### src/hdl/rvCorePkg.sv
// Core widths, instruction field positions, funct encodings, nop word and shared enums
package rvCorePkg;

    localparam int xlen = 32;
    localparam int regAddrWidth = 5;
    localparam int regCount = 2 ** regAddrWidth;

    // Data memory, addressed by word index
    localparam int dmemWords = 1024;
    localparam int dmemAddrWidth = $clog2(dmemWords);
    localparam int wordOffsetBits = 2;

    // Instruction field positions
    localparam int opcodeLsb = 0;
    localparam int opcodeMsb = 6;
    localparam int rdLsb = 7;
    localparam int rdMsb = 11;
    localparam int funct3Lsb = 12;
    localparam int funct3Msb = 14;
    localparam int rs1Lsb = 15;
    localparam int rs1Msb = 19;
    localparam int rs2Lsb = 20;
    localparam int rs2Msb = 24;
    localparam int funct7Lsb = 25;
    localparam int funct7Msb = 31;

    // funct3 values of the kept operations
    localparam logic [2:0] funct3AddSub = 3'b000;
    localparam logic [2:0] funct3Slt = 3'b010;
    localparam logic [2:0] funct3Or = 3'b110;
    localparam logic [2:0] funct3And = 3'b111;
    localparam logic [2:0] funct3Word = 3'b010;

    localparam logic [6:0] funct7Base = 7'b0000000;
    localparam logic [6:0] funct7Alt = 7'b0100000;

    // addi x0,x0,0
    localparam logic [xlen-1:0] nopInstr = 32'h0000_0013;

    typedef enum logic [6:0] {
        opLoad   = 7'b0000011,
        opStore  = 7'b0100011,
        opAluImm = 7'b0010011,
        opAluReg = 7'b0110011
    } opcodeT;

    typedef enum logic [2:0] {
        aluAdd,
        aluSub,
        aluAnd,
        aluOr,
        aluSlt
    } aluOpT;

    typedef enum logic [1:0] {
        fwdNone,
        fwdWriteback,
        fwdMemory
    } fwdSelT;

endpackage
### src/hdl/fetchStage.sv
// Program counter and the fetch-to-decode pipeline register
`timescale 1ns/1ps

module fetchStage
    import rvCorePkg::*;
(
    input  logic            clk,
    input  logic            rst,
    input  logic [xlen-1:0] instr,
    output logic [xlen-1:0] instrAddr,
    output logic [xlen-1:0] instrD,
    output logic [xlen-1:0] pcPlus4D
);

    logic [xlen-1:0] pc;
    logic [xlen-1:0] pcPlus4;

    assign pcPlus4 = pc + xlen'(4);
    assign instrAddr = pc;

    // No branches, so the PC only ever steps forward
    always_ff @(posedge clk or negedge rst) begin
        if (!rst) begin
            pc <= '0;
            instrD <= nopInstr;
        end else begin
            pc <= pcPlus4;
            instrD <= instr;
        end
    end

    always_ff @(posedge clk) begin
        pcPlus4D <= pcPlus4;
    end

endmodule

### config.mk
export PLATFORM = sky130hd
export DESIGN_NAME = fetchStage
export DESIGN_NICKNAME = d
export VERILOG_FILES = /design/src/hdl/rvCorePkg.sv /design/src/hdl/fetchStage.sv
export SDC_FILE = /design/constraint.sdc
export NUM_CORES = 1
export LEC_CHECK = 0
export BUFFER_PORTS_ARGS = -buffer_cell sky130_fd_sc_hd__buf_2
export CELL_PAD_IN_SITES_DETAIL_PLACEMENT = 0
export CELL_PAD_IN_SITES_GLOBAL_PLACEMENT = 1
export CORE_MARGIN = 8
export CORE_UTILIZATION = 35
export CTS_CLUSTER_DIAMETER = 120
export DETAILED_ROUTE_END_ITERATION = 6
export GPL_TIMING_DRIVEN = 0
export PLACE_DENSITY_LB_ADDON = 0.05
export SLEW_MARGIN = 20
export SYNTH_ARGS = -nofsm -noshare
export SYNTH_HDL_FRONTEND = slang
export SYNTH_SLANG_ARGS = --single-unit
### constraint.sdc
create_clock -name clk -period 2.2 [get_ports clk]
set_clock_uncertainty 0.05 [all_clocks]
set_input_delay 0.33 -clock clk [delete_from_list [all_inputs] [get_ports clk]]
set_output_delay 0.33 -clock clk [all_outputs]
set_load 0.01 [all_outputs]
==> results.txt, run 1 <==
The flow ran to the end, and the final reports show no timing, DRC or antenna violations. The row count came out at 32. Summed over all instances, the cell type with the most area after synthesis is sky130_fd_sc_hd__dfrtp_1.

Setup repair after global routing left no endpoint under its margin. Of the available clock period, the critical path in the final layout requires 0.877. The largest individual stage delay along the critical path comes from the cell sky130_fd_sc_hd__nor4_4. The count of nets left with antenna violations once routing finished came out at 0.

The maximum clock insertion buffer count came out at 2. Of the cells placed in the final design, the portion with a size suffix greater than 1 is 0.474. The peak clock frequency supported by timing is 518 MHz. In the global route stage, overall resource usage came out at 0.117. The post-synthesis sequential element count came out at 92. The cell sitting at the root of the clock tree is a sky130_fd_sc_hd__clkbuf_8. Clock latency on the worst-skew pair, taken at its later pin, is approximately 0.34 ns.

The delay contributed by the slowest stage of the critical path is about 0.48 ns. The critical path goes through ha_1 -> nand3_1 -> nor4_4 -> nand4_1 -> xnor2_1. The area of the die came out at 11100 sq um. The power per cell area is 773 nW/um^2.

The share of total power dissipated in sequential elements is 0.581. The pre-antenna-repair detailed-routing pass consisted of 4 iterations. The register area share after synthesis is 0.774. The setup slack at placement came out at between 0.2 and 0.25 ns. The distinct cell type count of the synthesized netlist came out at 22. The average vias per placed instance is 4.18.

The pin count of the biggest net entering global routing is 46. The number of failing hold endpoints at the final stage came out at 0. The count of endpoints failing setup in the final report is 0.

STA classifies the critical path endpoint as a register. The area fraction of the dominant cell type after synthesis is 0.530. By instance count, the leading cell after synthesis is sky130_fd_sc_hd__dfrtp_1. The number of buffers inserted during clock tree synthesis came out at 9. In the synthesized netlist, the number of instances is ~180.

The leftover overflow at the end of global routing came out at 0. The number of flops mapped to enable cells by yosys is 0. The worst setup path is of the register to register kind. The power share of the combinational group is 0.041. The commonest cells after synthesis are sky130_fd_sc_hd__dfrtp_1, sky130_fd_sc_hd__dfxtp_1, sky130_fd_sc_hd__xnor2_1. The setup TNS after final layout came out at 0 ns.

The number of global-route vias before repair is between 1500 and 2000. The leakage dissipation is 0.00203 uW. The overall power consumption came out at 2960 uW. The arrival time at the worst endpoint is 2.13 ns. The number of DRC markers in iteration 0 came out at 21. The power share of the clock group came out at 0.379. The initial core utilization came out at 0.360. The final wirelength came out at between 6 and 7 mm. The core area is 7730 sq um. Detailed placement ended at an HPWL of 4.79 mm. The total DRC errors in the routed layout came out at 0. The highest fanout seen on the critical path came out at 8. After synthesis, the share of flip-flops with an asynchronous set or reset is 0.674. The via count came out at 1794. The H-tree depth reported by CTS came out at 3.

STA classifies the critical path startpoint as a register. Setup slack on the critical path of the routed design comes to ~0.27 ns. The TritonCTS clock tree is done.

Yosys printed 0 warnings. The number of buffers added on ports is 125. VDD sags by at most 0.339 mV. The number of nets in the finished design came out at approximately 360. The most used flip-flop cell after synthesis is sky130_fd_sc_hd__dfrtp_1. After detailed routing, the average wire length per cell comes to 14.7 um. The first-pass GRT wire length came out at 10.1 mm. The switching fraction of total power is 0.213.

The standard cell area after detailed placement came out at 3580 sq um. The transition time at the pin with the least slew margin is 0.531 ns. The data required time at the worst endpoint is 2.40 ns. The clock transition time at the flip-flop clock pins of the worst setup and hold paths is approximately 0.090 ns. The number of max-slew violations in the final report came to 0. The count of maximum capacitance violations is 0. The top-level port count is 130.

The clock sink count came out at 92. Summing all non-filler instances in the final layout gives an area of 3830 sq um. The worst slew slack as a fraction of its limit came out at 0.644.

The congestion estimate from routability-driven global placement came to 0.652. For this design the total switching power over the nets is 630 uW. The number of antenna diodes in the final layout is 0. The number of fill cells came out at between 700 and 800. In the post-synthesis netlist, the biggest area contributors are sky130_fd_sc_hd__dfrtp_1, sky130_fd_sc_hd__dfxtp_1, sky130_fd_sc_hd__xnor2_1.

The layout overhead on the synthesized area came out at 37.6%. The cell-internal power is 2330 uW. The type of the worst min-delay path is primary input to register. The mean area per synthesized cell came out at roughly 16 sq um.

The floorplan step set the die height to around 110 um. The netlist area before placement is 2780 sq um. The die span in x came out at 105 um. The routed design could run at a clock period as short as 1.93 ns. The number of antenna violations at the first check in global routing came out at 0.

The worst hold slack after final layout is 0.0325 ns.
## cells by family after synthesis
logic type	after synthesis	synth area share
adders and majority gates	1	0.00449
buffers and inverters	7	0.0148
other	1	0.00135
DFF	92	0.774
and+or+nand+nor	48	0.117
xor gates and xnor gates	28	0.0881
## metal layers
metal  track usage  wire, um  vias to the layer above
li1              -         -                      869
met1         0.135      2620                      852
met2         0.181      3080                       65
met3        0.0534       503                        8
met4        0.0530        99                        0
met5             0         0                        -
## path summary, 6_finish.rpt
kind / cells past startpoint / end / from / slack, ns
worst min register to register: 1 / instrAddr[31]$_DFF_PN0_ / instrAddr[31]$_DFF_PN0_ / 0.46
worst max-delay path: 5 / instrAddr[30]$_DFF_PN0_ / instrAddr[2]$_DFF_PN0_ / 0.27
worst max register to register: 5 / instrAddr[30]$_DFF_PN0_ / instrAddr[2]$_DFF_PN0_ / 0.27
worst min-delay path: 1 / instrD[1]$_DFF_PN1_ / instr[1] / 0.03
max in group asynchronous: 3 / instrD[0]$_DFF_PN1_ / rst / 1.18
min in group asynchronous: 2 / instrD[25]$_DFF_PN0_ / rst / 0.35
## placed cells by master, fill, tap and decap left out, drive strengths merged
cell type	Yosys	routed
dfrtp	59	59
or2	1	1
nand2	10	10
nand3	12	12
clkinvlp	0	1
inv	3	4
conb	1	4
xnor2	19	19
nor3	3	3
clkinv	0	2
nor4	4	4
dlygate4sd3	0	5
nor2	6	6
nand4	8	8
xor2	9	9
and3	4	4
clkbuf	0	11
buf	4	130
dfxtp	30	30
dfstp	3	3
bufinv	0	1
ha	1	1
## metrics by stage
step / utilization / cells
4_1_cts: 0.490 / 425
2_1_floorplan: - / 180
3_3_place_gp: 0.459 / 407
5_1_grt: 0.496 / 429
6_report: 0.496 / 429
3_5_place_dp: 0.463 / 408
## worst max-delay path: cells and delay by family, from the launching register on
family                   cells  cell delay [ns]
XOR/XNOR                     1             0.21
adder cells (fa/ha/maj)      1             0.21
flip-flops                   1             0.45
AND/OR/NAND/NOR              3             0.93
## repair_timing
item | 4_1_cts | 5_1_grt
buffers inserted | 0 | 0
endpoints found under the hold margin | 17 | 4
resized for setup | 0 | 0
hold buffers | 1 | 4
## area by class of cell
type / instances / area [sq um] / share of cell area
timing repair buffer: 131 / 706 / 0.184
sequential: 92 / 2160 / 0.563
inverter: 3 / 11.3 / 0.00294
multi-input combinational: 81 / 598 / 0.156
clock inverter: 5 / 60.1 / 0.0157
tap: 102 / 128 / 0.0333
buffer: 4 / 30.0 / 0.00784
clock buffer: 11 / 141 / 0.0369
## registers in the layout, indices dropped and copies added (netlist names)
register / flops
instrAddr: 30
instrD: 32
pcPlus4D: 30
## power by group through the flow
| stage | clock network [uW] | logic (uW) | registers [uW] |
|---|---|---|---|
| finish | 1120 | 120 | 1720 |
| CTS | 1160 | 119 | 1720 |
| floorplan | 0 | 8.23 | 1770 |
| detailed placement | 0 | 118 | 1750 |
| global placement | 0 | 110 | 1750 |
| global route | 1250 | 135 | 1720 |
(Power assumes the default switching activity.)
==> run 2, diff against run 1 <==
PLACE_DENSITY = 0.82   (was unset)
PLACE_DENSITY_LB_ADDON = unset   (was 0.05)
==> run 2 against run 1 <==
Compared with the run above:
- count of clock-buffer cells in the layout stayed put
- register-to-register slack gained 0.04 ns
- sequential share of layout area rose by 0.63 points
- critical endpoint unchanged
- final cell count down 0.23%
- via count rose by 1.6%
- wire length up 1.9%
- largest power group unchanged
- total power is 1.2% lower
- non-clock buffer count down 1
- combinational power down 8%
- die area is the same
- global-route usage is 0.28 points higher
- setup slack improved by 0.040 ns
==> results.txt, run 2 (synthesis results as in run 1) <==
The cell count after placement is 407 (was 408). The reg2reg setup slack came to 0.31 ns (was 0.27 ns). The flip-flop count of the largest register, all copies and words added came out at 32 (unchanged). The average vias per placed instance came to 4.26 (was 4.18). The data required time at the worst endpoint came out at 2.37 ns (was 2.40 ns).

The cell with the largest stage delay on the worst path was sky130_fd_sc_hd__dfrtp_1 (was sky130_fd_sc_hd__nor4_4). The TritonCTS clock tree is done (unchanged). The H-tree depth reported by CTS came out at 3 (unchanged). The share of the clock period used by the worst path after layout came out at 0.859 (was 0.877). The layout overhead on the synthesized area came to 36.0% (was 37.6%). The startpoint of the worst register-to-register path was instrAddr[2]$_DFF_PN0_ (unchanged). The row count came out at 32 (unchanged). The worst slew slack as a fraction of its limit came out at 0.495 (was 0.644). The number of max-slew violations in the final report is 0 (unchanged). The number of buffers added on ports was 125 (unchanged). The layout cell share with drive strength beyond 1 is 0.475 (was 0.474). The die height is 105 um (unchanged). The total buffers and inverters traversed by the critical path came out at 1 (was 0).

The delay contributed by the slowest stage of the critical path came to 0.43 ns (was 0.48 ns). The sort of element at the start of the critical path is a register (unchanged). The clock insertion delay at the later pin of the skew report is 0.34 ns (about the same). Status: complete, no violations (unchanged). The die span in x came out at 105 um (unchanged).

The most common cell after layout, fill and taps aside is sky130_fd_sc_hd__buf_2 (unchanged). The count of maximum capacitance violations is 0 (unchanged). The maximum VDD drop came out at 0.363 mV (was 0.339 mV). The via count is 1823 (was 1794).

The transition time at the pin with the least slew margin is 0.757 ns (was 0.531 ns). The initial core utilization is 0.360 (unchanged). The top register by number of flip-flops is instrD (unchanged). The count of endpoints failing setup in the final report was 0 (unchanged). The leftover overflow at the end of global routing is 0 (unchanged). The maximum clock insertion buffer count came out at 2 (unchanged). The peak clock frequency supported by timing is 529 MHz (was 518 MHz). The worst setup path category was register to register (unchanged). The number of antenna violations at the first check in global routing came out at 0 (unchanged). The total routing resource utilization after global routing was 0.119 (was 0.117). The leakage dissipation is 0.00201 uW (was 0.00203 uW). The dominant delay contributor by cell family on the critical path is simple AND/OR/NAND/NOR gates (unchanged).

The highest fanout seen on the critical path is 5 (was 8). The number of failing hold endpoints at the final stage came out at 0 (unchanged). The number of DRC markers in iteration 0 came out at 54 (was 21). The pin count of the biggest net entering global routing came to 63 (was 46). The number of cell instances on the worst register-to-register path was 6 (was 5). The clock sink count came to 92 (unchanged). The final wirelength is 6.42 mm (was 6.30 mm). The core area is 7730 sq um (unchanged).

The final period demand of the worst path came to 1.89 ns (was 1.93 ns). The setup TNS after final layout came out at 0 ns (unchanged). The endpoint class of the critical path is a register (unchanged). The average wire per cell in the routed design came out at 15.0 um (was 14.7 um). The antenna diode count came to 0 (unchanged). Setup repair after global routing missed its margin: false (unchanged).

The number of buffers inserted during clock tree synthesis is 9 (unchanged). Cell chain of the critical path: ha_1 -> nand3_1 -> nor4_4 -> buf_4 -> nand4_1 -> xnor2_1 (was ha_1 -> nand3_1 -> nor4_4 -> nand4_1 -> xnor2_1). The capture point of the worst reg-to-reg path is instrAddr[30]$_DFF_PN0_ (unchanged). The routability-driven placement congestion ratio is 0.657 (was 0.652). The type of the worst min-delay path is primary input to asynchronous set/reset pin (was primary input to register). The area of the die came out at 11100 sq um (unchanged). The first-pass GRT wire length is 10.4 mm (was 10.1 mm). The top-level port count came out at 130 (unchanged). The power per cell area was 772 nW/um^2 (was 773 nW/um^2). The post-DP HPWL is 4.84 mm (was 4.79 mm). The final cell count without fillers is 428 (was 429). The arrival time at the worst endpoint is 2.06 ns (was 2.13 ns).

The root buffer cell is sky130_fd_sc_hd__clkbuf_8 (unchanged). The number of routed nets with antenna violations is 0 (unchanged). The number of global-route vias before repair came out at 2020 (was 1928). The clock transition time at the flip-flop clock pins of the worst setup and hold paths came out at 0.09 ns (about the same). The first-pass iteration count of the detailed router came to 4 (unchanged). The number of nets in the finished design came out at 356 (was 357). The total DRC errors in the routed layout is 0 (unchanged). Commonest cells after routing, fill and taps aside: sky130_fd_sc_hd__buf_2, sky130_fd_sc_hd__dfrtp_1, sky130_fd_sc_hd__dfxtp_1 (unchanged).
==> run 2: changes by cell type in the layout (fill, tap and decap cells not counted), sizes merged <==
cell	previous run	this run
clkinv	2	1
dlygate4sd3	5	3
buf	130	131
inv	4	5
==> run 2: worst reg2reg max path, delay by kind of cell (launching register included) <==
kind	cells	cell delay (ns)
XOR/XNOR	1	0.16
adder cells (fa/ha/maj)	1	0.21
buffers and inverters	1	0.19
flip-flops	1	0.43
AND/OR/NAND/NOR	3	0.73
==> run 2: stage by stage <==
step                hold slack (ns)  instance area (sq um)  setup slack [ns]  utilization  power [uW]
floorplan                   -0.0156                   2800             0.546            -        1780
global placement              0.385                   3550             0.217        0.459        1860
detailed placement            0.386                   3550             0.199        0.460        1870
CTS                         0.00673                   3760             0.154        0.487        2980
global route               0.000476                   3790             0.111        0.490        3070
finish                      0.00261                   3790             0.310        0.490        2920
==> run 2: final cells by class <==
type                       count  area (sq um)
buffer                         4          30.0
clock buffer                  11           131
clock inverter                 5          60.1
fill                         720          3940
inverter                       3          11.3
multi-input combinational     81           598
sequential                    92          2160
tap                          102           128
timing repair buffer         130           673
==> run 2: worst max-delay path by stage <==
stage	start	end	slack, ns	cells past startpoint
final	instrAddr[2]$_DFF_PN0_	instrAddr[30]$_DFF_PN0_	0.31	6
after global routing	instrAddr[2]$_DFF_PN0_	instrAddr[30]$_DFF_PN0_	0.11	6
after CTS	instrAddr[2]$_DFF_PN0_	instrAddr[18]$_DFF_PN0_	0.15	5
after detailed placement	instrAddr[2]$_DFF_PN0_	instrAddr[18]$_DFF_PN0_	0.20	5
after global placement	instrAddr[2]$_DFF_PN0_	instrAddr[30]$_DFF_PN0_	0.22	5
after floorplan	instrAddr[2]$_DFF_PN0_	instrAddr[30]$_DFF_PN0_	0.55	5
==> run 2: metal layers <==
layer / global-route usage / vias to the layer above / wire length (um)
met3: 0.0467 / 9 / 456
met4: 0.0550 / 0 / 97
li1: - / 865 / -
met2: 0.192 / 72 / 3240
met5: 0 / - / 0
met1: 0.137 / 877 / 2630
==> run 2: what timing repair did <==
| item | CTS | global route |
|---|---|---|
| buffers inserted | 0 | 2 |
| resized for setup | 0 | 0 |
| endpoints found under the hold margin | 2 | 1 |
| hold buffers | 2 | 1 |
| endpoints found under the setup margin | 0 | 5 |
==> run 2: power breakdown <==
group	switching (uW)	internal (uW)
sequential	6.36	1710
combinational	61.3	48.8
clock	561	533
total	629	2290
==> run 3, diff against run 2 <==
CORE_ASPECT_RATIO = 1.75   (was unset)
CTS_BUF_LIST = sky130_fd_sc_hd__clkbuf_4 sky130_fd_sc_hd__clkbuf_8 sky130_fd_sc_hd__clkbuf_16   (was unset)
CTS_CLUSTER_SIZE = 8   (was unset)
==> run 3 against run 2 <==
Compared with the run above:
- first-iteration DRC count rose by 5.6%
- flip-flop and latch count stayed put
- largest cell class unchanged
- count of clock-buffer cells in the layout fell by 1
- sequential share of layout area decreased by 0.85 points
- global-route usage decreased by 0.38 points
- setup slack got worse by 0.086 ns
- die area is 1.0% higher
- design area grew 1.5%
- sequential power about the same
- total power up 16%
- critical path type unchanged
- clock power grew 42%
==> results.txt, run 3 (synthesis results as in run 1) <==
The number of DRC markers in iteration 0 is 57 (was 54). The H-tree depth reported by CTS came out at 3 (unchanged). The routability-driven placement congestion ratio is 0.728 (was 0.657). The final period demand of the worst path is 1.98 ns (was 1.89 ns). The peak clock frequency supported by timing came to 506 MHz (was 529 MHz). The setup TNS after final layout is 0 ns (unchanged). The setup slack at placement is 0.199 ns (about the same). The most utilized layer in the global route result is met2 (unchanged). The number of failing hold endpoints at the final stage came out at 0 (unchanged). The total DRC errors in the routed layout came out at 0 (unchanged).

The number of buffers inserted to repair setup after CTS is 0 (unchanged). The worst setup path category is register to register (unchanged). The TritonCTS clock tree was done (unchanged). The average wire per cell in the routed design is 15.7 um (was 15.0 um).

The standard cell area after detailed placement was 3540 sq um (was 3550 sq um). The number of nets in the finished design is 351 (was 356). The origin of the worst setup path is instrAddr[2]$_DFF_PN0_ (unchanged).

The met1 global-route usage is 0.0955 (was 0.137). The maximum VDD drop came out at 0.553 mV (was 0.363 mV). Status: complete, no violations (unchanged). The count of maximum capacitance violations was 0 (unchanged).

The clock transition time at the flip-flop clock pins of the worst setup and hold paths is 0.06 ns (was 0.09 ns). The maximum clock insertion buffer count is 2 (unchanged). The average vias per placed instance is 4.44 (was 4.26).

The transition time at the pin with the least slew margin came out at 0.783 ns (was 0.757 ns). The total routing resource utilization after global routing came out at 0.116 (was 0.119). The count of endpoints failing setup in the final report is 0 (unchanged).

The arrival time at the worst endpoint was 2.17 ns (was 2.06 ns). The startpoint of the worst register-to-register path is instrAddr[2]$_DFF_PN0_ (unchanged). The clock sink count came out at 92 (unchanged). The number of antenna violations at the first check in global routing came out at 0 (unchanged). The root buffer cell is sky130_fd_sc_hd__clkbuf_16 (was sky130_fd_sc_hd__clkbuf_8).

The endpoint of the most critical setup path is instrAddr[30]$_DFF_PN0_ (unchanged). The type of the worst min-delay path was primary input to asynchronous set/reset pin (unchanged). The first-pass GRT wire length is 10.1 mm (was 10.4 mm). The area of the die is 11200 sq um (was 11100 sq um). The final wirelength is 6.45 mm (was 6.42 mm). The core area came out at 7800 sq um (was 7730 sq um). The flip-flop count of the largest register, all copies and words added is 32 (unchanged). The layout cell share with drive strength beyond 1 is 0.483 (was 0.475). The reg2reg setup slack came out at 0.22 ns (was 0.31 ns).

The area taken by flip-flops and latches came to 2160 sq um (unchanged). The die span in x is 83.4 um (was 105 um). The global-route met3 utilization was 0.0492 (was 0.0467). The pin count of the biggest net entering global routing is 63 (unchanged). The number of max-slew violations in the final report is 0 (unchanged). The area taken by multi-input logic gates is 598 sq um (unchanged). The core utilization of the finished layout came to 0.493 (was 0.490). The number of routed nets with antenna violations came out at 0 (unchanged). The via count is 1823 (unchanged). The design area is 3840 sq um (was 3790 sq um). The power per cell area came to 879 nW/um^2 (was 772 nW/um^2). The sort of element at the start of the critical path was a register (unchanged). The post-DP HPWL is 5.03 mm (was 4.84 mm). Commonest cells after routing, fill and taps aside: sky130_fd_sc_hd__buf_2, sky130_fd_sc_hd__dfrtp_1, sky130_fd_sc_hd__dfxtp_1 (unchanged). The most common cell after layout, fill and taps aside is sky130_fd_sc_hd__buf_2 (unchanged). The row count is 43 (was 32). The worst path setup slack after routing is 0.224 ns (was 0.310 ns). The met2 layer usage reported by global route came out at 0.220 (was 0.192). The number of gates resized after CTS is 0 (unchanged). The layout overhead on the synthesized area came out at 38.1% (was 36.0%). The antenna diode count is 0 (unchanged). The number of buffers added on ports is 125 (unchanged). The highest fanout seen on the critical path is 8 (was 5). The number of global-route vias before repair came out at 1970 (was 2020). The worst slew slack as a fraction of its limit is 0.478 (was 0.495).

The die height came out at 134 um (was 105 um). The top register by number of flip-flops is instrD (unchanged). The number of fill cells came to 718 (was 720). The leakage dissipation is 0.00205 uW (was 0.00201 uW). The leftover overflow at the end of global routing was 0 (unchanged). The number of buffers inserted during clock tree synthesis came out at 9 (unchanged).

The top-level port count came out at 130 (unchanged). Setup repair after global routing missed its margin: false (unchanged). The number of cell instances on the worst register-to-register path is 5 (was 6). The endpoint class of the critical path is a register (unchanged). The first-pass iteration count of the detailed router is 3 (was 4). The capture point of the worst reg-to-reg path is instrAddr[30]$_DFF_PN0_ (unchanged). The clock insertion delay at the later pin of the skew report came out at 0.33 ns (was 0.34 ns).

The share of the clock period used by the worst path after layout is 0.898 (was 0.859). The initial core utilization came out at 0.357 (was 0.360). The count of hold buffers inserted by post-cts repair came out at 0 (was 2).

The data required time at the worst endpoint came out at 2.39 ns (was 2.37 ns).
## run 3: where the power goes
part | switching [uW] | internal (uW)
clock network | 629 | 922
logic | 62.5 | 45.4
registers | 6.77 | 1710
## run 3: worst max-delay path, cell delays in order, from the launching register on
cell and delay [ns]:
sky130_fd_sc_hd__dfrtp_1 0.43, sky130_fd_sc_hd__ha_1 0.23, sky130_fd_sc_hd__nand3_1 0.27, sky130_fd_sc_hd__nor4_4 0.49, sky130_fd_sc_hd__nand4_1 0.19, sky130_fd_sc_hd__xnor2_1 0.22
## run 3: final cells by class
class / instances / area share
Sequential cell: 92 / 0.561
Timing Repair Buffer: 125 / 0.163
Multi-Input combinational cell: 81 / 0.156
Clock buffer: 10 / 0.0622
Tap cell: 90 / 0.0293
Clock inverter: 6 / 0.0182
Buffer: 4 / 0.00781
Inverter: 3 / 0.00293
## run 3: worst min path at each step
stage | endpoint | from
after global routing | instrD[1]$_DFF_PN1_ | instr[1]
after detailed placement | instrD[0]$_DFF_PN1_ | instr[0]
after global placement | instrD[1]$_DFF_PN1_ | instr[1]
after CTS | instrD[0]$_DFF_PN1_ | instr[0]
after floorplan | instrAddr[10]$_DFF_PN0_ | rst
final | instrAddr[9]$_DFF_PN0_ | rst
## run 3: stage by stage
step / std cells / total power [uW] / hold WS [ns]
final: 411 / 3380 / 0.0251
after global routing: 411 / 3500 / 0.0215
after CTS: 411 / 3430 / 0.0205
after detailed placement: 395 / 1870 / 0.387
after global placement: 395 / 1860 / 0.386
after floorplan: 180 / 1780 / -0.0156
## run 3: routing by layer
| layer | vias up | wire length [um] |
|---|---|---|
| met5 | - | 0 |
| li1 | 855 | - |
| met3 | 10 | 436 |
| met1 | 904 | 1990 |
| met2 | 54 | 3880 |
| met4 | 0 | 139 |
